$ cat config.mk
export PLATFORM = sky130hd
export DESIGN_NAME = stackPointer
export DESIGN_NICKNAME = d
export VERILOG_FILES = /design/src/design/memStagePkg.sv /design/src/design/stackPointer.sv
export VERILOG_INCLUDE_DIRS = /design/src /design/src/design
export SDC_FILE = /design/constraint.sdc
export NUM_CORES = 1
export LEC_CHECK = 0
export BUFFER_PORTS_ARGS = -buffer_cell sky130_fd_sc_hd__buf_4
export CAP_MARGIN = 20
export CORE_ASPECT_RATIO = 1.25
export CORE_MARGIN = 5
export CORE_UTILIZATION = 25
export CTS_CLUSTER_SIZE = 20
export DETAILED_ROUTE_END_ITERATION = 10
export SLEW_MARGIN = 25
export SYNTH_ARGS = -nofsm -noshare
export SYNTH_HDL_FRONTEND = slang
export SYNTH_SLANG_ARGS = --single-unit
$ cat constraint.sdc
create_clock -name clk -period 2.78 [get_ports clk]
set_clock_uncertainty 0.1 [all_clocks]
set_input_delay 0 -clock clk [delete_from_list [all_inputs] [get_ports clk]]
set_output_delay 0 -clock clk [all_outputs]
set_load 0.01 [all_outputs]
$ cat src/design/memStage_macros.svh
`ifndef MEMSTAGE_MACROS_SVH
`define MEMSTAGE_MACROS_SVH

// Data and address word width
`define DATA_W 16

// RAM decodes the low address bits only
// 10 bits give 1024 words
`define MEM_ADDR_BITS 10

// Stack pointer after reset
// Points at the top word of the RAM
`define SP_RESET 16'h03FF

// Lowest allowed stack pointer before overflow
`define LIMIT_RESET 16'h0300

// Config register word offsets
`define CFG_SPINIT 0
`define CFG_LIMIT 1
`define CFG_STATUS 2
`define CFG_SP 3

`endif

$ cat src/design/memStagePkg.sv
`include "memStage_macros.svh"

package memStagePkg;

    // Widths with a meaning
    typedef logic [`DATA_W-1:0] dataWord;
    typedef logic [`DATA_W-1:0] addrWord;
    typedef logic [2:0] regAddr;
    // Interrupt push slot
    // 0 Rsrc, 1 PC high, 2 PC low, 3 flags
    typedef logic [1:0] intSlot;

    // Execute/memory pipeline record
    typedef struct packed {
        logic        valid;
        dataWord     aluResult;
        dataWord     rsrcValue;
        dataWord     rdstValue;
        regAddr      rdstAddr;
        logic        memRead;
        logic        memWrite;
        logic        writeBack;
        logic        push;
        logic        pop;
        logic        intActive;
        intSlot      slot;
        logic [31:0] pc;
        dataWord     flags;
    } exMemRec;

    // Memory/write-back pipeline record
    typedef struct packed {
        logic    valid;
        dataWord aluResult;
        regAddr  rdstAddr;
        logic    memRead;
        logic    writeBack;
        dataWord memData;
    } memWbRec;

    // Wishbone classic master to slave
    typedef struct packed {
        logic    cyc;
        logic    stb;
        logic    we;
        addrWord adr;
        dataWord datW;
    } wbReq;

    // Wishbone classic slave to master
    typedef struct packed {
        logic    ack;
        dataWord datR;
    } wbRsp;

    // Bus master FSM of the memory stage
    typedef enum logic [1:0] {
        Idle,
        Access,
        Done
    } stageState;

endpackage

$ cat src/design/stackPointer.sv
`timescale 1ns/100ps
`include "memStage_macros.svh"

module stackPointer
    import memStagePkg::*;
(
    input  logic    clk,
    input  logic    reset,
    input  logic    pushDone,
    input  logic    popDone,
    input  logic    reload,
    input  addrWord spInit,
    input  addrWord spLimit,
    output addrWord spValue,
    output logic    overflow
);

    addrWord sp;
    addrWord spDec;
    addrWord spInc;

    // Stack grows downward
    // Push writes at SP then decrements
    assign spDec = sp - 1'b1;
    // Pop increments then reads at the new SP
    assign spInc = sp + 1'b1;

    // Reload from config wins over a stack update in the same cycle
    always_ff @(posedge clk) begin
        if (reset) begin
            sp <= `SP_RESET;
        end else if (reload) begin
            sp <= spInit;
        end else if (pushDone) begin
            sp <= spDec;
        end else if (popDone) begin
            sp <= spInc;
        end
    end

    assign spValue = sp;

    // Overflow when pushing at the limit
    // Compared against SP before the push
    // The push itself still completes
    assign overflow = pushDone & (sp == spLimit);

endmodule

**Word level (Yosys, flattened, before mapping)**

Index checks and enable logic that the tools add are counted.

- $add $sub $neg: 2
- Equal/unequal tests: 1
- Muxes and demuxes: 3
- Bitwise logic cells: 1
- Reductions and logical operators: 1

Operators by type and width:

| kind | number |
|---|---|
| 16-bit 2-to-1 mux | 3 |
| 16-bit by 1-bit adder with 16-bit output, second input constant | 1 |
| 16-bit equality test | 1 |
| 16-bit by 1-bit subtractor with 16-bit output, second input constant | 1 |
| 3-bit nonzero test | 1 |
| 1-bit bitwise AND | 1 |

- Bits in registers: 16
- Output and inout bits: 17
- Word-level logic and storage cells: 9

**Logic depth before layout (Yosys ltp)**

- Word-level depth: 4
- Gate-level depth with buffers: 8

**Worst setup path before layout**

Ideal clock, no wire load.

- Kind: register to register
- Start: reg sp[8] (netlist: spValue[8])
- End: reg sp[11] (netlist: spValue[11])
- Library setup time: 0.067 ns
- Arrival time: 1.830 ns
- Path slack: 0.783 ns
- Cell stages (with the launch flop): 8
- Period minus slack after synthesis: 1.997 ns
- Cells stage by stage: dfxtp_1 ha_1 a21o_2 a31oi_1 a21boi_2 xor2_1 a211o_1 a21oi_2

- Longest elaborated chain between the ends: 4

RTL lines:

| item | RTL line | source |
|---|---|---|
| start: declaration | stackPointer.sv:18 | `addrWord sp;` |
| start signal: assignment | stackPointer.sv:31 | `` sp <= `SP_RESET; `` |
| start signal: assignment | stackPointer.sv:33 | `sp <= spInit;` |
| start signal: assignment | stackPointer.sv:35 | `sp <= spDec;` |
| 16-bit by 1-bit adder with 16-bit output | stackPointer.sv:26 | `assign spInc = sp + 1'b1;` |
| 16-bit 2-to-1 mux | stackPointer.sv:36 | `end else if (popDone) begin` |
| 16-bit 2-to-1 mux (*) | stackPointer.sv:34 | `end else if (pushDone) begin` |
| 16-bit 2-to-1 mux (*) | stackPointer.sv:32 | `end else if (reload) begin` |

Every way passes the cells marked *; elsewhere a longest branch is shown, timed or not. The select of a mux whose other input is x is not followed.
A chain may end at the register's enable or synchronous reset.

**Worst setup path after layout**

Ends and elaborated chain as after synthesis.

==> impl_metrics.json <==
{
  "min_period_ns": 2.707,
  "cts_resized": 0,
  "grt_usage_pct": 12.54,
  "drt_wl_total_um": 5396,
  "max_slew_margin_pct": 46.76,
  "vias_per_cell": 4.934,
  "drc_errors": 0,
  "worst_ep_required_time_ns": 2.88,
  "async_flop_share_pct": 0,
  "synthCells": 212,
  "synth_top_area_share_pct": 18.89,
  "dp_hpwl_um": 4241,
  "cp.arrival_ns": 2.81,
  "ys_seq_area_share_pct": 18.89,
  "num_rows": 33,
  "ys_ff_latch": 16,
  "die_w_um": 83.66,
  "synth_area_leaders": "dfxtp_1 (19%), xnor2_1 (11%), ha_1 (10%)",
  "ys_warn_count": 0,
  "hold_viol": 0,
  "numPortBuffers": 53,
  "synth_top_area_cell": "dfxtp_1",
  "p_leak_uw": 0.0009721,
  "comb_power_share_pct": 51.4,
  "cts_tree": "done",
  "clkPwrFrac_pct": 20.3,
  "synth_most_common_cell": "xnor2_1",
  "end_kind": "flip-flop",
  "ant_nets": 0,
  "grt_overflow_total": 0,
  "num_vias": 1786,
  "synthTopCellsByCount": "xnor2_1 (21), nor2_1 (20), nand2_1 (18)",
  "cts.sinks": 16,
  "synth_edf_count": 0,
  "clock-root-buffer": "clkbuf_8",
  "drive_above_1_share_pct": 24.73,
  "route.met3.wl_um": 211,
  "highest_layer": "met4",
  "wl_met2_um": 2793,
  "rsz0062_at_grt": "no",
  "gp_congestion": 0.8467,
  "initial_utilization_pct": 25.82,
  "swShare_pct": 38.48,
  "grt_pass1_wl_um": 8645,
  "grt_max_degree": 32,
  "die_h_um": 102.1,
  "clockBufferDepth": 2,
  "final-max-slew-violation-count": 0,
  "seq_power_share_pct": 28.3,
  "syn_area_per_cell_um2": 7.997,
  "postCtsSetupRepairBufs": 0,
  "fin_crit_sh_pct": 97.39,
  "syn_to_final_growth_pct": 38.97,
  "wl_met1_um": 2274,
  "hp-class": "input port to flip-flop",
  "largest_register_ffs": 16,
  "nets": 328,
  "wl_per_cell_um": 14.91,
  "utilization_pct": 35.89,
  "design.core.area_mm2": 0.006565,
  "synth.cell_area_mm2": 0.001695,
  "worstSetupPathType": "flip-flop to flip-flop",
  "finalSetupViolations": 0,
  "synth_fp_nets": 264,
  "die_area_mm2": 0.008539,
  "io_pins": 54,
  "clk_pin_slew_ns": 0.07,
  "numCtsBuffers": 3,
  "worstMarginPinSlew_ns": 0.7956,
  "first_iter_violations": 107,
  "ys_types": 46,
  "drv_cap": 0,
  "hold_ws_ns": 0.003815,
  "h-tree-depth": 1,
  "grt_pass1_vias": 1828,
  "p_int_uw": 656.4,
  "power_uw": 1067,
  "antenna_found_initial": 0,
  "clkLatencyLatePin_ns": 0.25,
  "synthFlopType": "dfxtp_1",
  "antennaDiodeCount": 0,
  "status": "complete, no violations",
  "crit_fanout": 6,
  "p_switching_uw": 410.7,
  "first_pass_iters": 5,
  "tns_ns": 0,
  "cp-start-kind": "flip-flop",
  "powerDensity_mw_per_mm2": 452.9,
  "vdd_drop_max_uv": 149.1,
  "max_freq_mhz": 369.4
}
## per-layer routing
layer	vias up	global-route usage, %
met5	-	0
met1	813	14.19
met4	0	4.703
met2	58	23.82
li1	905	-
met3	10	1.855
## stage by stage
step | worst slack (ns) | area (um2) | cells
4_1_cts | 0.09195 | 2356 | 362
3_5_place_dp | 0.6310 | 2151 | 343
5_1_grt | 0.01391 | 2356 | 362
2_1_floorplan | 0.7833 | 1695 | 212
3_3_place_gp | 0.6410 | 2151 | 343
6_report | 0.07260 | 2356 | 362
## placed cells by master (no fill, tap or decap), types with 6 or more instances in the layout
cell	instances
dlygate4sd3_1	15
a21oi_1	17
nand2b_1	6
dfxtp_1	16
buf_4	53
o21ai_0	9
xnor2_1	21
ha_1	14
nor2_1	20
nand2_1	18
xor2_1	7
## area by class of cell
type                       count  area, um2
fill                         690       4209
timing repair buffer          68      548.0
inverter                       2      7.507
sequential                    16      320.3
multi-input combinational    185       1316
tap                           87      108.9
clock buffer                   4      55.05
## cells by family after synthesis
| logic type | count (synthesis) | synth area share [%] |
|---|---|---|
| AO/OA/AOI/OAI | 66 | 27.60 |
| XOR/XNOR | 28 | 14.47 |
| adder cells (fa/ha/maj) | 15 | 11.51 |
| buffers and inverters | 11 | 3.469 |
| flip-flops | 16 | 18.89 |
| multiplexers | 5 | 2.952 |
| AND/OR/NAND/NOR | 71 | 21.11 |
## power by group through the flow
stage | sequential, uW | clock [uW] | combinational [uW]
5_1_grt | 306 | 233 | 606
6_report | 302 | 217 | 548
2_1_floorplan | 307 | 0 | 365
4_1_cts | 303 | 226 | 553
3_3_place_gp | 308 | 0 | 527
3_5_place_dp | 308 | 0 | 532
## worst paths after layout
kind / from / to / slack (ns) / depth (start not counted)
worst min-delay path: reset / spValue[13] / 0.004 / 2
worst min register to register: spValue[6] / spValue[6] / 0.44 / 2
worst max register to register: spValue[8] / spValue[11] / 0.07 / 8
worst max-delay path: spValue[8] / spValue[11] / 0.07 / 8
## timing repair
item / in CTS / in global routing
hold buffers: 15 / 0
endpoints found under the setup margin: 0 / 0
hold endpoints to repair: 14 / 0
## worst max-delay path, stage by stage, from the launching register on
cell and delay, ns:
dfxtp_1 0.43, ha_1 0.35, a21o_2 0.26, a31oi_1 0.20, a21boi_2 0.23, xor2_1 0.10
a211o_1 0.31, a21oi_2 0.12, dlygate4sd3_1 0.54
Power figures use the tool's default switching activity.
