==> src/design/memStage_macros.svh <==
`ifndef MEMSTAGE_MACROS_SVH
`define MEMSTAGE_MACROS_SVH

// Data and address word width
`define DATA_W 16

// RAM decodes the low address bits only
// 10 bits give 1024 words
`define MEM_ADDR_BITS 10

// Stack pointer after reset
// Points at the top word of the RAM
`define SP_RESET 16'h03FF

// Lowest allowed stack pointer before overflow
`define LIMIT_RESET 16'h0300

// Config register word offsets
`define CFG_SPINIT 0
`define CFG_LIMIT 1
`define CFG_STATUS 2
`define CFG_SP 3

`endif

==> src/design/memStagePkg.sv <==
`include "memStage_macros.svh"

package memStagePkg;

    // Widths with a meaning
    typedef logic [`DATA_W-1:0] dataWord;
    typedef logic [`DATA_W-1:0] addrWord;
    typedef logic [2:0] regAddr;
    // Interrupt push slot
    // 0 Rsrc, 1 PC high, 2 PC low, 3 flags
    typedef logic [1:0] intSlot;

    // Execute/memory pipeline record
    typedef struct packed {
        logic        valid;
        dataWord     aluResult;
        dataWord     rsrcValue;
        dataWord     rdstValue;
        regAddr      rdstAddr;
        logic        memRead;
        logic        memWrite;
        logic        writeBack;
        logic        push;
        logic        pop;
        logic        intActive;
        intSlot      slot;
        logic [31:0] pc;
        dataWord     flags;
    } exMemRec;

    // Memory/write-back pipeline record
    typedef struct packed {
        logic    valid;
        dataWord aluResult;
        regAddr  rdstAddr;
        logic    memRead;
        logic    writeBack;
        dataWord memData;
    } memWbRec;

    // Wishbone classic master to slave
    typedef struct packed {
        logic    cyc;
        logic    stb;
        logic    we;
        addrWord adr;
        dataWord datW;
    } wbReq;

    // Wishbone classic slave to master
    typedef struct packed {
        logic    ack;
        dataWord datR;
    } wbRsp;

    // Bus master FSM of the memory stage
    typedef enum logic [1:0] {
        Idle,
        Access,
        Done
    } stageState;

endpackage

==> src/design/memoryStage.sv <==
`timescale 1ns/100ps

module memoryStage
    import memStagePkg::*;
(
    input  logic    clk,
    input  logic    reset,
    input  exMemRec exIn,
    output logic    stall,
    input  addrWord spValue,
    output logic    pushDone,
    output logic    popDone,
    output wbReq    memReq,
    input  wbRsp    memRsp,
    output memWbRec wbOut
);

    stageState state;
    stageState nextState;
    exMemRec   held;
    logic      accept;
    logic      memOp;
    logic      stackOp;
    logic      finish;
    logic      heldLoad;
    addrWord   reqAddr;
    dataWord   slotData;
    dataWord   reqData;

    // Any record that touches the data memory
    assign memOp = exIn.memRead | exIn.memWrite | exIn.push | exIn.pop;
    assign stackOp = exIn.push | exIn.pop;

    // Busy for the whole bus access, ack cycle included
    assign stall = (state == Access);
    assign accept = exIn.valid & ~stall;
    assign finish = (state == Access) & memRsp.ack;

    // Interrupt push data per slot
    always_comb begin
        case (exIn.slot)
            2'd0:    slotData = exIn.rsrcValue;
            2'd1:    slotData = exIn.pc[31:16];
            2'd2:    slotData = exIn.pc[15:0];
            default: slotData = exIn.flags;
        endcase
    end

    assign reqData = exIn.intActive ? slotData : exIn.rsrcValue;

    // Address select
    // Stack operations take priority over plain loads and stores
    always_comb begin
        if (exIn.push) begin
            reqAddr = spValue;
        end else if (exIn.pop) begin
            reqAddr = spValue + 1'b1;
        end else if (exIn.memRead) begin
            reqAddr = exIn.rsrcValue;
        end else begin
            reqAddr = exIn.rdstValue;
        end
    end

    // Done is the single cycle after ack
    // It takes new records like Idle
    always_comb begin
        case (state)
            Idle, Done: begin
                if (accept && memOp) begin
                    nextState = Access;
                end else begin
                    nextState = Idle;
                end
            end
            Access: begin
                nextState = memRsp.ack ? Done : Access;
            end
            default: nextState = Idle;
        endcase
    end

    always_ff @(posedge clk) begin
        if (reset) begin
            state <= Idle;
        end else begin
            state <= nextState;
        end
    end

    // Bus request registered at acceptance
    // Held steady until the ack edge
    always_ff @(posedge clk) begin
        if (reset) begin
            memReq <= '0;
        end else if (accept && memOp) begin
            memReq.cyc  <= 1'b1;
            memReq.stb  <= 1'b1;
            memReq.we   <= stackOp ? exIn.push : exIn.memWrite;
            memReq.adr  <= reqAddr;
            memReq.datW <= reqData;
        end else if (finish) begin
            memReq.cyc <= 1'b0;
            memReq.stb <= 1'b0;
            memReq.we  <= 1'b0;
        end
    end

    // Record kept for completion of the access
    always_ff @(posedge clk) begin
        if (accept) begin
            held <= exIn;
        end
    end

    // Pop also loads a register
    assign heldLoad = held.memRead | held.pop;

    // SP update on the ack edge
    assign pushDone = finish & held.push;
    assign popDone = finish & held.pop & ~held.push;

    // Memory/write-back register
    // Accept and finish never coincide since stall covers Access
    always_ff @(posedge clk) begin
        if (reset) begin
            wbOut <= '0;
        end else if (finish) begin
            wbOut.valid     <= 1'b1;
            wbOut.aluResult <= held.aluResult;
            wbOut.rdstAddr  <= held.rdstAddr;
            wbOut.memRead   <= heldLoad;
            wbOut.writeBack <= held.writeBack;
            wbOut.memData   <= heldLoad ? memRsp.datR : '0;
        end else if (accept && !memOp) begin
            // Pass-through record
            wbOut.valid     <= 1'b1;
            wbOut.aluResult <= exIn.aluResult;
            wbOut.rdstAddr  <= exIn.rdstAddr;
            wbOut.memRead   <= 1'b0;
            wbOut.writeBack <= exIn.writeBack;
            wbOut.memData   <= '0;
        end else begin
            wbOut.valid <= 1'b0;
        end
    end

endmodule

==> config.mk <==
export PLATFORM = sky130hd
export DESIGN_NAME = memoryStage
export DESIGN_NICKNAME = d
export VERILOG_FILES = /design/src/design/memStagePkg.sv /design/src/design/memoryStage.sv
export VERILOG_INCLUDE_DIRS = /design/src /design/src/design
export SDC_FILE = /design/constraint.sdc
export NUM_CORES = 1
export LEC_CHECK = 0
export BUFFER_PORTS_ARGS = -buffer_cell sky130_fd_sc_hd__buf_4
export CAP_MARGIN = 20
export CORE_MARGIN = 5
export CORE_UTILIZATION = 40
export CTS_CLUSTER_DIAMETER = 60
export CTS_CLUSTER_SIZE = 28
export DETAILED_ROUTE_END_ITERATION = 10
export PLACE_DENSITY = 0.7
export SLEW_MARGIN = 0
export SYNTH_ARGS = -nofsm -noshare
export SYNTH_HDL_FRONTEND = slang
export SYNTH_SLANG_ARGS = --single-unit
==> constraint.sdc <==
create_clock -name clk -period 3 [get_ports clk]
set_input_delay 0.3 -clock clk [delete_from_list [all_inputs] [get_ports clk]]
set_output_delay 0.3 -clock clk [all_outputs]
set_load 0.05 [all_outputs]
# Word-level counts from Yosys, hierarchy flattened
# Cells that the tools add are included.
# Widths: inputs -> output; s select.
# totals
ff_bits	98
in_bits	143
# classes
addsub	1
n_bitwise	12
reduce_logical	8
n_eq_ne	4
n_mux	15
# ops
operator	n
$mux 16	5
$pmux 16 s3	1
$mux 38	1
$mux 37	1
$add 16x1->16 const B	1
$mux 3	2
$and 1x1->1	5
$or 1x1->1	5
$eq 2x1->1 const B	2
$eq 2x2->1 const B	2
$logic_not 2->1	2
$pmux 2 s2	1
$reduce_bool 2->1	2
$mux 1	3
$logic_and 1x1->1	2
$mux 2	1
$not 1->1	2
$reduce_or 2->1	1
$logic_not 1->1	1

# Logic depth before layout (Yosys ltp)
# logic_depth
depth_word	7
ltp_mapped	7

# Worst setup path before layout
# OpenSTA, ideal clock, no wires.
# synth_timing
path_kind	register -> register
from	register state[1]
to	register memReq[25] (netlist name)
setup_time_ns	0.138
setup_slack_ns	0.501
arrival_time_ns	2.361
path_stages_with_launch	7
required_time_ns	2.862
path_cell_list	dfxtp_1 > nand2b_1 > buf_2 > inv_1 > nor2_1 > nor4b_1 > nor4_1
# synth_between
elab_chain_len	4
# synth_rtl
item	line	rtl
from (decl)	memoryStage.sv:18	stageState state;
from (signal assigned)	memoryStage.sv:85	state <= Idle;
from (signal assigned)	memoryStage.sv:87	state <= nextState;
$eq 2x1->1	memoryStage.sv:35	assign stall = (state == Access);
net stall	memoryStage.sv:9	output logic stall,
$not 1->1	memoryStage.sv:36	assign accept = exIn.valid & ~stall;
$and 1x1->1	memoryStage.sv:36	
net accept	memoryStage.sv:21	logic accept;
$logic_and 1x1->1	memoryStage.sv:96	end else if (accept && memOp) begin
to (decl)	memoryStage.sv:13	output wbReq memReq,
# The timed path passes the listed nets, and every way through them passes these cells.
# A chain may end at the register's enable or synchronous reset.

# Worst setup path in the final report
# layout_timing
from	register state[1]
to	output popDone
# layout_between
elab_chain_len	4
# layout_rtl
item	line	rtl
$eq 2x1->1	memoryStage.sv:37	assign finish = (state == Access) & memRsp.ack;
$and 1x1->1	memoryStage.sv:37	
$and 1x1->1 (2 in series)	memoryStage.sv:121	assign popDone = finish & held.pop & ~held.push;
to (decl)	memoryStage.sv:12	output logic popDone,
# Every way passes these cells.

==> results.yml <==
power_and_ir_drop:
  internal-power_w: 0.002471
  worst_ir_drop_vdd_v: 0.0003014
  clkPwrFrac_pct: 32.8
  power_leakage_nw: 2.914
  power_density_mw_per_mm2: 524.1
  power_frac_seq_pct: 41.1
  p_comb_share_pct: 26.1
  swShare_pct: 31.33
  p_switching_w: 0.001128
sta:
  fin_crit_sh_pct: 76.99
  skew_ns: 0.005656
  rsz0062_at_grt: "no"
  fmax_ghz: 0.4330
  slew_headroom_pct: 38.82
  whs_ns: 0.1427
  setup_viol: 0
  tns_ns: 0
  slew_viol_final: 0
  hold_viol: 0
  min_period_ns: 2.310
  worst_pin_slew_ns: 0.9177
grt:
  overflow: 0
  antenna_found_initial: 0
  grt_pass1_wl_um: 24630
  grt_use_total_pct: 21.27
  grt_max_degree: 75
  grt_pass1_vias: 4672
clock_network:
  cts_tree: "yes"
  postCtsSetupBuffers: 0
  ctsResizeCount: 0
  cts_made_buffers: 9
  clk_latency_ns: 0.34
  cts_max_path_buffers: 2
  cts.sinks: 97
  clk_pin_slew_ns: 0.07
  root_buffer: "clkbuf_16"
  htreeDepth: 3
  hold_buffers: 0
setup_path:
  critPathKind: "reg2out"
  regToRegStartpoint: "state[1]"
  worstPathRequired_ns: 2.70
  critPathTopFamily: "simple AND/OR/NAND/NOR gates"
  end_kind: "output port"
  reg2reg_to: "wbOut[29]"
  worstPathArrival_ns: 2.01
  crit_chain: "nand3b_1 > buf_4 > nor3b_1 > buf_4"
  rrSetupSlack_ns: 1.08
  cpMaxStageDelayCell: "nand3b_1"
  max_stage_delay_ns: 0.49
  ff2ff_path_depth: 6
  critical_path.max_fanout: 16
  critPathMostFrequentCell: "buf_4"
  crit_buf_inv: 2
  crit_path_start_kind: "flip-flop"
yosys:
  syn-num-nets: 658
  syn-cell-area_mm2: 0.004882
  yosys.cell_types.count: 57
  ys_seq_elements: 97
  ys_seq_area_share_pct: 44.49
  ys_top_cells_by_count: "dfxtp_1, nand2_1, nor2_1"
  yosysTopAreaCell: "dfxtp_1"
  synth_ff_type: "dfxtp_1"
  syn_avg_cell_area_um2: 9.498
  ys_top_cells_by_area: "dfxtp_1, edfxtp_1, a311oi_2"
  async_reset_ff_share_pct: 0
  ys_warn_count: 0
  synth_edf_count: 23
  synth_top_cell_area_share_pct: 30.34
  yosysMostFrequentCell: "dfxtp_1"
  netlist_instances: 514
detailed_routing:
  firstDrtPassIters: 5
  routedWlPerCell_um: 18.13
  via_per_inst: 5.621
  ant_nets: 0
  routed_wl_um: 15600
  drtIter0Drc: 543
  dr_total_vias: 4834
  drc_errors: 0
flow_run:
  drv_cap: 0
final_layout:
  n_antenna_cell: 0
  multi_input_area_mm2: 0.002472
  areaGrowthSynthToFinish_pct: 40.65
  fin_nets: 852
  nFillCells: 1095
  drive_above_1_share_pct: 39.69
  register_area_mm2: 0.002172
placement:
  port-buffer-count: 218
  post-dp-hpwl_um: 11980
  routabilityCongestion: 0.8592
die:
  num_io_pins: 219
  die_h_um: 120.5
  rows: 40
  coreArea_mm2: 0.01201
  floorplan.initialDensity_pct: 40.65
  die_w_um: 120.5
  die-area_mm2: 0.01452
hold_path:
  worstHoldEndpoint: "held[58]"
  worstHoldStart: "exIn[58]"
  holdCritPathClass: "in2reg"
  hold_depth: 1
outcome:
  status: "completed"
==> sequential cells by signal, indices dropped and copies added (netlist names) <==
name    cells
held       23
memReq     34
wbOut      38
state       2
==> power groups by stage <==
stage	clock network [W]	registers [W]	logic [W]
final	0.00118	0.00148	0.000941
after floorplan	0	0.00174	0.000349
after detailed placement	0	0.00151	0.000941
after global placement	0	0.00150	0.000926
after global routing	0.00128	0.00149	0.00100
after CTS	0.00121	0.00148	0.000943
==> layout by cell type (no fill, tap or decap), drive strengths merged, types with 2 or more instances in the layout <==
| master | synthesis | routed |
|---|---|---|
| o221ai | 7 | 7 |
| a21oi | 16 | 16 |
| clkbuf | 28 | 11 |
| nor4b | 2 | 2 |
| o41ai | 3 | 3 |
| buf | 16 | 227 |
| o21ai | 9 | 9 |
| a31oi | 4 | 4 |
| a22o | 9 | 9 |
| edfxtp | 23 | 23 |
| clkinv | 0 | 2 |
| o31ai | 2 | 2 |
| a311oi | 27 | 27 |
| o211ai | 4 | 4 |
| dfxtp | 74 | 74 |
| and3 | 2 | 2 |
| a211oi | 10 | 10 |
| a2bb2oi | 8 | 8 |
| nand4 | 7 | 7 |
| or4 | 5 | 5 |
| mux2 | 14 | 14 |
| mux2i | 23 | 23 |
| and4 | 3 | 3 |
| nand2b | 5 | 5 |
| inv | 7 | 9 |
| a22oi | 25 | 25 |
| nor4 | 8 | 8 |
| nand2 | 70 | 70 |
| nand3 | 13 | 13 |
| xnor2 | 4 | 4 |
| nor2 | 66 | 66 |
| nor3 | 4 | 4 |
| nor2b | 2 | 2 |
==> logic make-up (layout without fill, tap and decap cells) <==
group                      count (synthesis)  after routing  share of synthesized area, %
AOI/OAI and AO/OA                        132            132                         23.30
xor gates and xnor gates                   4              4                        0.7175
adders and majority gates                  1              1                        0.2562
buffers and inverters                     51            250                         4.921
DFF                                       97             97                         44.49
muxes                                     37             37                         7.945
and+or+nand+nor                          192            192                         18.38
==> routing by layer <==
metal	share of wire (%)	track usage (%)	up-vias	routed length, µm
li1	-	-	2315	-
met1	42	27.52	2315	6554
met2	50	34.75	179	7726
met3	6.2	5.051	25	972
met4	2.2	7.507	0	341
met5	0	0	-	0
==> how the worst max path moves through the flow <==
stage	start	to	slack, ns	cells past startpoint
after detailed placement	memRsp[16]	wbOut[11]	0.73	5
after global placement	exIn[55]	wbOut[33]	0.87	6
after global routing	state[0]	popDone	0.52	4
after floorplan	state[1]	memReq[25]	0.50	6
after CTS	state[1]	popDone	0.63	4
final	state[1]	popDone	0.69	4
==> area by class of cell <==
| class | count | share of cell area, % |
|---|---|---|
| clock inverter | 5 | 0.8929 |
| inverter | 7 | 0.3827 |
| timing repair buffer | 227 | 24.87 |
| sequential | 97 | 31.63 |
| clock buffer | 11 | 3.535 |
| multi-input combinational | 366 | 36.01 |
| tap | 147 | 2.679 |
==> worst register-to-register path: cells and delay by family, from the launching register on <==
kind	cells	cell delay (ns)
simple gates	2	0.36
buf+inv	2	0.65
flops	1	0.33
compound gates	2	0.49
==> per-stage QoR <==
step	cell area (µm²)	power (W)	utilization, %	setup slack (ns)	cells
2_1_floorplan	4882	0.002089	-	0.5015	514
3_5_place_dp	6551	0.002449	54.54	0.7306	843
4_1_cts	6855	0.003635	57.07	0.6263	859
3_3_place_gp	6551	0.002430	54.54	0.8726	843
5_1_grt	6867	0.003773	57.17	0.5201	860
6_report	6867	0.003599	57.17	0.6904	860
(Power assumes the default switching activity.)
