File: src/design/memStage_macros.svh
`ifndef MEMSTAGE_MACROS_SVH
`define MEMSTAGE_MACROS_SVH

// Data and address word width
`define DATA_W 16

// RAM decodes the low address bits only
// 10 bits give 1024 words
`define MEM_ADDR_BITS 10

// Stack pointer after reset
// Points at the top word of the RAM
`define SP_RESET 16'h03FF

// Lowest allowed stack pointer before overflow
`define LIMIT_RESET 16'h0300

// Config register word offsets
`define CFG_SPINIT 0
`define CFG_LIMIT 1
`define CFG_STATUS 2
`define CFG_SP 3

`endif

File: src/design/memStagePkg.sv
`include "memStage_macros.svh"

package memStagePkg;

    // Widths with a meaning
    typedef logic [`DATA_W-1:0] dataWord;
    typedef logic [`DATA_W-1:0] addrWord;
    typedef logic [2:0] regAddr;
    // Interrupt push slot
    // 0 Rsrc, 1 PC high, 2 PC low, 3 flags
    typedef logic [1:0] intSlot;

    // Execute/memory pipeline record
    typedef struct packed {
        logic        valid;
        dataWord     aluResult;
        dataWord     rsrcValue;
        dataWord     rdstValue;
        regAddr      rdstAddr;
        logic        memRead;
        logic        memWrite;
        logic        writeBack;
        logic        push;
        logic        pop;
        logic        intActive;
        intSlot      slot;
        logic [31:0] pc;
        dataWord     flags;
    } exMemRec;

    // Memory/write-back pipeline record
    typedef struct packed {
        logic    valid;
        dataWord aluResult;
        regAddr  rdstAddr;
        logic    memRead;
        logic    writeBack;
        dataWord memData;
    } memWbRec;

    // Wishbone classic master to slave
    typedef struct packed {
        logic    cyc;
        logic    stb;
        logic    we;
        addrWord adr;
        dataWord datW;
    } wbReq;

    // Wishbone classic slave to master
    typedef struct packed {
        logic    ack;
        dataWord datR;
    } wbRsp;

    // Bus master FSM of the memory stage
    typedef enum logic [1:0] {
        Idle,
        Access,
        Done
    } stageState;

endpackage

File: src/design/stackConfigRegs.sv
`timescale 1ns/100ps
`include "memStage_macros.svh"

module stackConfigRegs
    import memStagePkg::*;
(
    input  logic    clk,
    input  logic    reset,
    input  wbReq    cfgReq,
    output wbRsp    cfgRsp,
    input  addrWord spValue,
    input  logic    overflow,
    output addrWord spInit,
    output addrWord spLimit,
    output logic    reload
);

    logic    start;
    logic    wrEn;
    logic    ackReg;
    logic    ovfFlag;
    dataWord rdData;
    dataWord rdMux;

    // First cycle of an access
    assign start = cfgReq.cyc & cfgReq.stb & ~ackReg;
    assign wrEn = start & cfgReq.we;

    // Read decode
    // Unmapped offsets return zero
    always_comb begin
        case (cfgReq.adr)
            `CFG_SPINIT: rdMux = spInit;
            `CFG_LIMIT:  rdMux = spLimit;
            `CFG_STATUS: rdMux = {{(`DATA_W-1){1'b0}}, ovfFlag};
            `CFG_SP:     rdMux = spValue;
            default:     rdMux = '0;
        endcase
    end

    // Registers, ack and reload pulse
    always_ff @(posedge clk) begin
        if (reset) begin
            spInit  <= `SP_RESET;
            spLimit <= `LIMIT_RESET;
            ackReg  <= 1'b0;
            reload  <= 1'b0;
        end else begin
            ackReg <= start;
            // Reload follows the init write by one cycle
            // spInit already holds the new value then
            reload <= wrEn && (cfgReq.adr == `CFG_SPINIT);
            if (wrEn && (cfgReq.adr == `CFG_SPINIT)) begin
                spInit <= cfgReq.datW;
            end
            if (wrEn && (cfgReq.adr == `CFG_LIMIT)) begin
                spLimit <= cfgReq.datW;
            end
        end
    end

    // Sticky overflow status, write one to clear
    // A new overflow beats a clear in the same cycle
    always_ff @(posedge clk) begin
        if (reset) begin
            ovfFlag <= 1'b0;
        end else if (overflow) begin
            ovfFlag <= 1'b1;
        end else if (wrEn && (cfgReq.adr == `CFG_STATUS) && cfgReq.datW[0]) begin
            ovfFlag <= 1'b0;
        end
    end

    // Read data captured with the ack
    always_ff @(posedge clk) begin
        if (start) begin
            rdData <= rdMux;
        end
    end

    assign cfgRsp = '{ack: ackReg, datR: rdData};

endmodule

File: config.mk
export PLATFORM = sky130hd
export DESIGN_NAME = stackConfigRegs
export DESIGN_NICKNAME = d
export VERILOG_FILES = /design/src/design/memStagePkg.sv /design/src/design/stackConfigRegs.sv
export VERILOG_INCLUDE_DIRS = /design/src /design/src/design
export SDC_FILE = /design/constraint.sdc
export NUM_CORES = 1
export LEC_CHECK = 0
export ABC_AREA = 1
export ABC_CLOCK_PERIOD_IN_PS = 1900
export BUFFER_PORTS_ARGS = -buffer_cell sky130_fd_sc_hd__buf_2
export CAP_MARGIN = 25
export CORE_MARGIN = 4
export CORE_UTILIZATION = 51
export DETAILED_ROUTE_END_ITERATION = 8
export PLACE_DENSITY = 0.85
export SLEW_MARGIN = 20
export SYNTH_ARGS = -nofsm -noshare
export SYNTH_HDL_FRONTEND = slang
export SYNTH_SLANG_ARGS = --single-unit
File: constraint.sdc
create_clock -name clk -period 1.9 [get_ports clk]
set_input_delay 0.19 -clock clk [delete_from_list [all_inputs] [get_ports clk]]
set_output_delay 0.19 -clock clk [all_outputs]
set_load 0.01 [all_outputs]
**Word level (Yosys, flattened, before mapping)**

Index checks and enable logic that the tools add are counted.

- Equality and inequality tests: 3
- Muxes and demuxes: 3
- Bitwise logic cells: 4
- Reduce and logical (&&, ||, !) cells: 6

Operators with widths:

| kind | count |
|---|---|
| 16-bit one-hot mux with 4 select lines | 1 |
| 16-bit by 2-bit == test with 1-bit output, second input constant | 2 |
| 16-bit by 1-bit == test with 1-bit output, second input constant | 1 |
| 16-bit logical NOT | 1 |
| 1-bit logical AND | 4 |
| 1-bit AND | 3 |
| 1-bit 2-to-1 mux | 2 |
| 2-bit nonzero test | 1 |
| 1-bit NOT | 1 |

- Flip-flop bits (word level): 51
- Output and inout bits: 50
- Word-level logic and storage cells: 22

**Longest topological paths before layout**

- Word-level depth: 7
- Mapped depth: 9

**Worst setup path after synthesis**

OpenSTA, ideal clock, no wires.

- Path type: register to register
- Start: reg ackReg
- End: reg spLimit[8]
- Arrival time: 1,083 ps
- Path slack: 688 ps
- Cell stages (with the launch flop): 9
- Buffers on the path: 2
- Period minus slack after synthesis: 1,212 ps
- Path through: dfxtp_1 -> inv_1 -> nand4_1 -> inv_1 -> nand3_4 -> buf_6 -> buf_6 -> nand2_2 -> nand3_1

- Longest elaborated chain between the ends: 4

Ends and longest elaborated chain:

| element | RTL line | RTL |
|---|---|---|
| from (decl) | stackConfigRegs.sv:20 | `logic ackReg;` |
| from (signal assigned) | stackConfigRegs.sv:49 | `ackReg <= start;` |
| 1-bit NOT | stackConfigRegs.sv:26 | `assign start = cfgReq.cyc & cfgReq.stb & ~ackReg;` |
| 1-bit AND | stackConfigRegs.sv:26 |  |
| 1-bit AND | stackConfigRegs.sv:27 | `assign wrEn = start & cfgReq.we;` |
| 1-bit logical AND | stackConfigRegs.sv:56 | `` if (wrEn && (cfgReq.adr == `CFG_LIMIT)) begin `` |
| to (signal assigned) | stackConfigRegs.sv:45 | `` spLimit <= `LIMIT_RESET; `` |
| to (signal assigned) | stackConfigRegs.sv:57 | `spLimit <= cfgReq.datW;` |
| to (decl) | stackConfigRegs.sv:14 | `output addrWord spLimit,` |

Every way passes these cells.
A chain may end at the register's enable or synchronous reset.

**Worst setup path after layout**

- Start: reg ackReg
- End: reg spLimit[1]

The elaborated chain is that of the path after synthesis.

==> run_summary.xml <==
<?xml version="1.0" encoding="UTF-8"?>
<metrics>
  <group name="cells_and_area">
    <metric name="nets" unit="">469</metric>
    <metric name="stdcell_area" unit="sq um">3047</metric>
    <metric name="layout-area-overhead-vs-synth" unit="%">24.87</metric>
    <metric name="post_route_cells_drive_above_1_share" unit="">0.3630</metric>
    <metric name="n_fill_cell" unit="">383</metric>
    <metric name="final_cell_count_no_fill" unit="">468</metric>
    <metric name="antenna_cells" unit="">0</metric>
  </group>
  <group name="cts">
    <metric name="cts_buffer_depth" unit="">2</metric>
    <metric name="tritoncts" unit="">yes</metric>
    <metric name="cts_sinks" unit="">51</metric>
    <metric name="clk_pin_slew_worst_paths" unit="ns">0.09</metric>
    <metric name="cts_htree_levels" unit="">2</metric>
    <metric name="count_of_cells_resized_by_post_cts_repair" unit="">0</metric>
    <metric name="ctsHoldBuffers" unit="">0</metric>
    <metric name="root_buffer" unit="">clkbuf_8</metric>
    <metric name="clk_latency" unit="ns">0.30</metric>
    <metric name="cts_buffers" unit="">5</metric>
    <metric name="cts_post_setup_buffers_inserted" unit="">0</metric>
  </group>
  <group name="run">
    <metric name="max_cap_viol_count" unit="">0</metric>
  </group>
  <group name="sta">
    <metric name="final-hold-violation-count" unit="">0</metric>
    <metric name="rsz0062_at_grt" unit="">false</metric>
    <metric name="setup-violations-final" unit="">0</metric>
    <metric name="timing.setup.tns" unit="ns">0</metric>
    <metric name="fin_crit_sh" unit="">0.7700</metric>
    <metric name="final.setup_skew" unit="ns">0.01154</metric>
    <metric name="max_fclk" unit="GHz">0.6836</metric>
    <metric name="max_slew.worst_pin.slew" unit="ns">0.3904</metric>
    <metric name="timing.final.crit_period" unit="ns">1.463</metric>
    <metric name="worst_slew_margin_rel" unit="">0.7397</metric>
    <metric name="slew_viol_final" unit="">0</metric>
  </group>
  <group name="synthesis">
    <metric name="post_synth.cell_area_avg" unit="sq um">7.770</metric>
    <metric name="synth.yosys.seq_area_share" unit="">0.4841</metric>
    <metric name="flip_flop_and_latch_count_after_synthesis" unit="">51</metric>
    <metric name="synth.top_cells.by_area" unit="">dfxtp_1 (29%), edfxtp_1 (20%), nand2_1 (17%), nor2_1 (6.8%), inv_1 (4.8%)</metric>
    <metric name="synth_async_sr_flop_share" unit="">0</metric>
    <metric name="syn-instance-count" unit="">314</metric>
    <metric name="synth-main-ff-cell" unit="">dfxtp_1</metric>
    <metric name="synth-edff-count" unit="">16</metric>
    <metric name="synth.yosys.warnings" unit="">0</metric>
    <metric name="syn-cell-area" unit="sq um">2440</metric>
    <metric name="yosys.cell_types.count" unit="">22</metric>
    <metric name="library_cell_occupying_the_most_area_in_the_post_synthesis_netlist" unit="">dfxtp_1</metric>
    <metric name="synth_common_cells" unit="">nand2_1 (108), nor2_1 (44), dfxtp_1 (35), inv_1 (31), nand3_1 (22)</metric>
    <metric name="share_of_the_synthesized_area_in_the_top_cell_type" unit="">0.2872</metric>
    <metric name="syn-num-nets" unit="">368</metric>
    <metric name="synthMostInstantiatedCell" unit="">nand2_1</metric>
  </group>
  <group name="placed_design">
    <metric name="postPlaceCellArea" unit="sq um">2934</metric>
    <metric name="dp.final_hpwl" unit="mm">4.269</metric>
    <metric name="portBuffers" unit="">103</metric>
    <metric name="placed_cells" unit="">460</metric>
    <metric name="gpl.final_weighted_congestion" unit="">0.8127</metric>
  </group>
  <group name="power">
    <metric name="cellPowerDensity" unit="nW/um^2">659.2</metric>
    <metric name="power.static_leakage" unit="nW">1.668</metric>
    <metric name="p_total" unit="W">0.002008</metric>
    <metric name="ir_worst_vdd" unit="mV">0.4141</metric>
  </group>
  <group name="global_routing">
    <metric name="grt_pass1_vias" unit="">2147</metric>
    <metric name="globalRouteOverflowTotal" unit="">0</metric>
    <metric name="grt.total_usage" unit="">0.2026</metric>
    <metric name="grt_pass1_wl" unit="mm">9.880</metric>
    <metric name="antenna_found_initial" unit="">0</metric>
    <metric name="grt_max_degree" unit="">32</metric>
  </group>
  <group name="worst_setup_path">
    <metric name="critical_path.startpoint_type" unit="">flip-flop</metric>
    <metric name="worstPathRequired" unit="ns">2.13</metric>
    <metric name="critical_path.endpoint_type" unit="">flip-flop</metric>
    <metric name="crit_type" unit="">flip-flop to flip-flop</metric>
    <metric name="cp.arrival" unit="ns">1.70</metric>
    <metric name="critPathMaxFanout" unit="">29</metric>
    <metric name="worstRegToRegCells" unit="">7</metric>
  </group>
  <group name="die">
    <metric name="die_w" unit="um">77.17</metric>
    <metric name="top_level_ports" unit="">104</metric>
    <metric name="coreArea" unit="sq um">4504</metric>
    <metric name="chipHeight" unit="um">77.17</metric>
    <metric name="die_area" unit="sq um">5954</metric>
    <metric name="effective_utilization_at_floorplan" unit="">0.5417</metric>
    <metric name="fp-row-count" unit="">24</metric>
  </group>
  <group name="routing">
    <metric name="initialDrtViolationCount" unit="">131</metric>
    <metric name="drt_first_pass_iters" unit="">4</metric>
    <metric name="ant_nets" unit="">0</metric>
    <metric name="drcViolationCount" unit="">0</metric>
    <metric name="num_vias" unit="">2256</metric>
    <metric name="via_to_cell_ratio" unit="">4.821</metric>
    <metric name="wl_per_cell" unit="um">12.62</metric>
    <metric name="totalWireLength" unit="mm">5.908</metric>
  </group>
  <group name="hold_path">
    <metric name="timing.hold.worst_path_depth" unit="">2</metric>
    <metric name="hold_path_class" unit="">primary input to flip-flop</metric>
  </group>
  <group name="outcome">
    <metric name="status" unit="">complete, no violations</metric>
  </group>
</metrics>
-- through the flow --
stage	util	setup WS, ns	hold slack, ns
global placement	0.6514	0.4962	0.4159
detailed placement	0.6514	0.4548	0.4199
floorplan	-	0.6877	0.2591
finish	0.6764	0.4371	0.09852
global route	0.6764	0.2588	0.09132
CTS	0.6764	0.4234	0.09107
-- sequential cells by signal, summed over array words and instances, names as in the netlist --
signal / flops
spLimit: 16
spInit: 16
ackReg: 1
ovfFlag: 1
reload: 1
rdData: 16
-- critical path, stage by stage, from the launching register on --
cell	delay, ns
dfxtp_1	0.32
inv_1	0.07
nand4_1	0.11
inv_1	0.23
nand3_4	0.35
nand2_1	0.15
nand2_1	0.06
nor2_1	0.10
-- worst paths after layout --
path | startpoint | end | slack, ns
worst max-delay path | ackReg$_SDFF_PP0_ | spLimit[1]$_SDFFE_PP0P_ | 0.44
worst min-delay path | reset | ovfFlag$_SDFFE_PP0P_ | 0.1
worst max register to register | ackReg$_SDFF_PP0_ | spLimit[1]$_SDFFE_PP0P_ | 0.44
worst min register to register | ovfFlag$_SDFFE_PP0P_ | ovfFlag$_SDFFE_PP0P_ | 0.47
-- power by group --
group	total, W	switching (W)	leakage, nW	internal [W]
clock network	0.000754	0.000362	0.0581	0.000392
logic	0.000121	0.0000663	1.16	0.0000546
registers	0.00113	0.00000332	0.445	0.00113
total	0.00201	0.000431	1.67	0.00158
-- cell usage in the layout, fill, tap and decap left out --
master,instances
nand3_1,22
nand3_4,2
nor2_1,44
clkinv_4,1
and2_1,1
clkinv_1,1
clkinv_2,1
nor2_4,2
nand2_1,108
nand3_2,11
buf_4,5
o21ai_0,2
edfxtp_1,16
a21oi_1,1
nand4_1,4
nand2_2,8
inv_2,2
buf_2,103
dfxtp_1,35
inv_1,31
clkbuf_8,5
bufinv_16,1
nor2_2,10
-- metal layers --
metal  vias up  wire length (um)  track usage
met5         -                 0            0
met4         0                65      0.07117
met3         7               466      0.04098
met2        80              2985       0.3575
met1      1007              2391       0.2428
li1       1162                 -            -
-- final cells by class --
| type | instances | area (sq um) | share of cell area |
|---|---|---|---|
| clock buffer | 5 | 68.82 | 0.02259 |
| inverter | 34 | 127.6 | 0.04189 |
| timing repair buffer | 108 | 553.0 | 0.1815 |
| clock inverter | 3 | 43.79 | 0.01437 |
| sequential | 51 | 1181 | 0.3877 |
| tap | 52 | 65.06 | 0.02136 |
| multi-input combinational | 215 | 1007 | 0.3306 |
-- logic make-up (layout without fill, tap and decap cells) --
group                  count (synthesis)  after routing  share of synthesized area
and+or+nand+nor                      212            212                     0.4067
DFF                                   51             51                     0.4841
buffers and inverters                 48            150                     0.1031
AOI/OAI and AO/OA                      3              3                   0.006152
No activity file was read; power rests on OpenSTA's default activity.
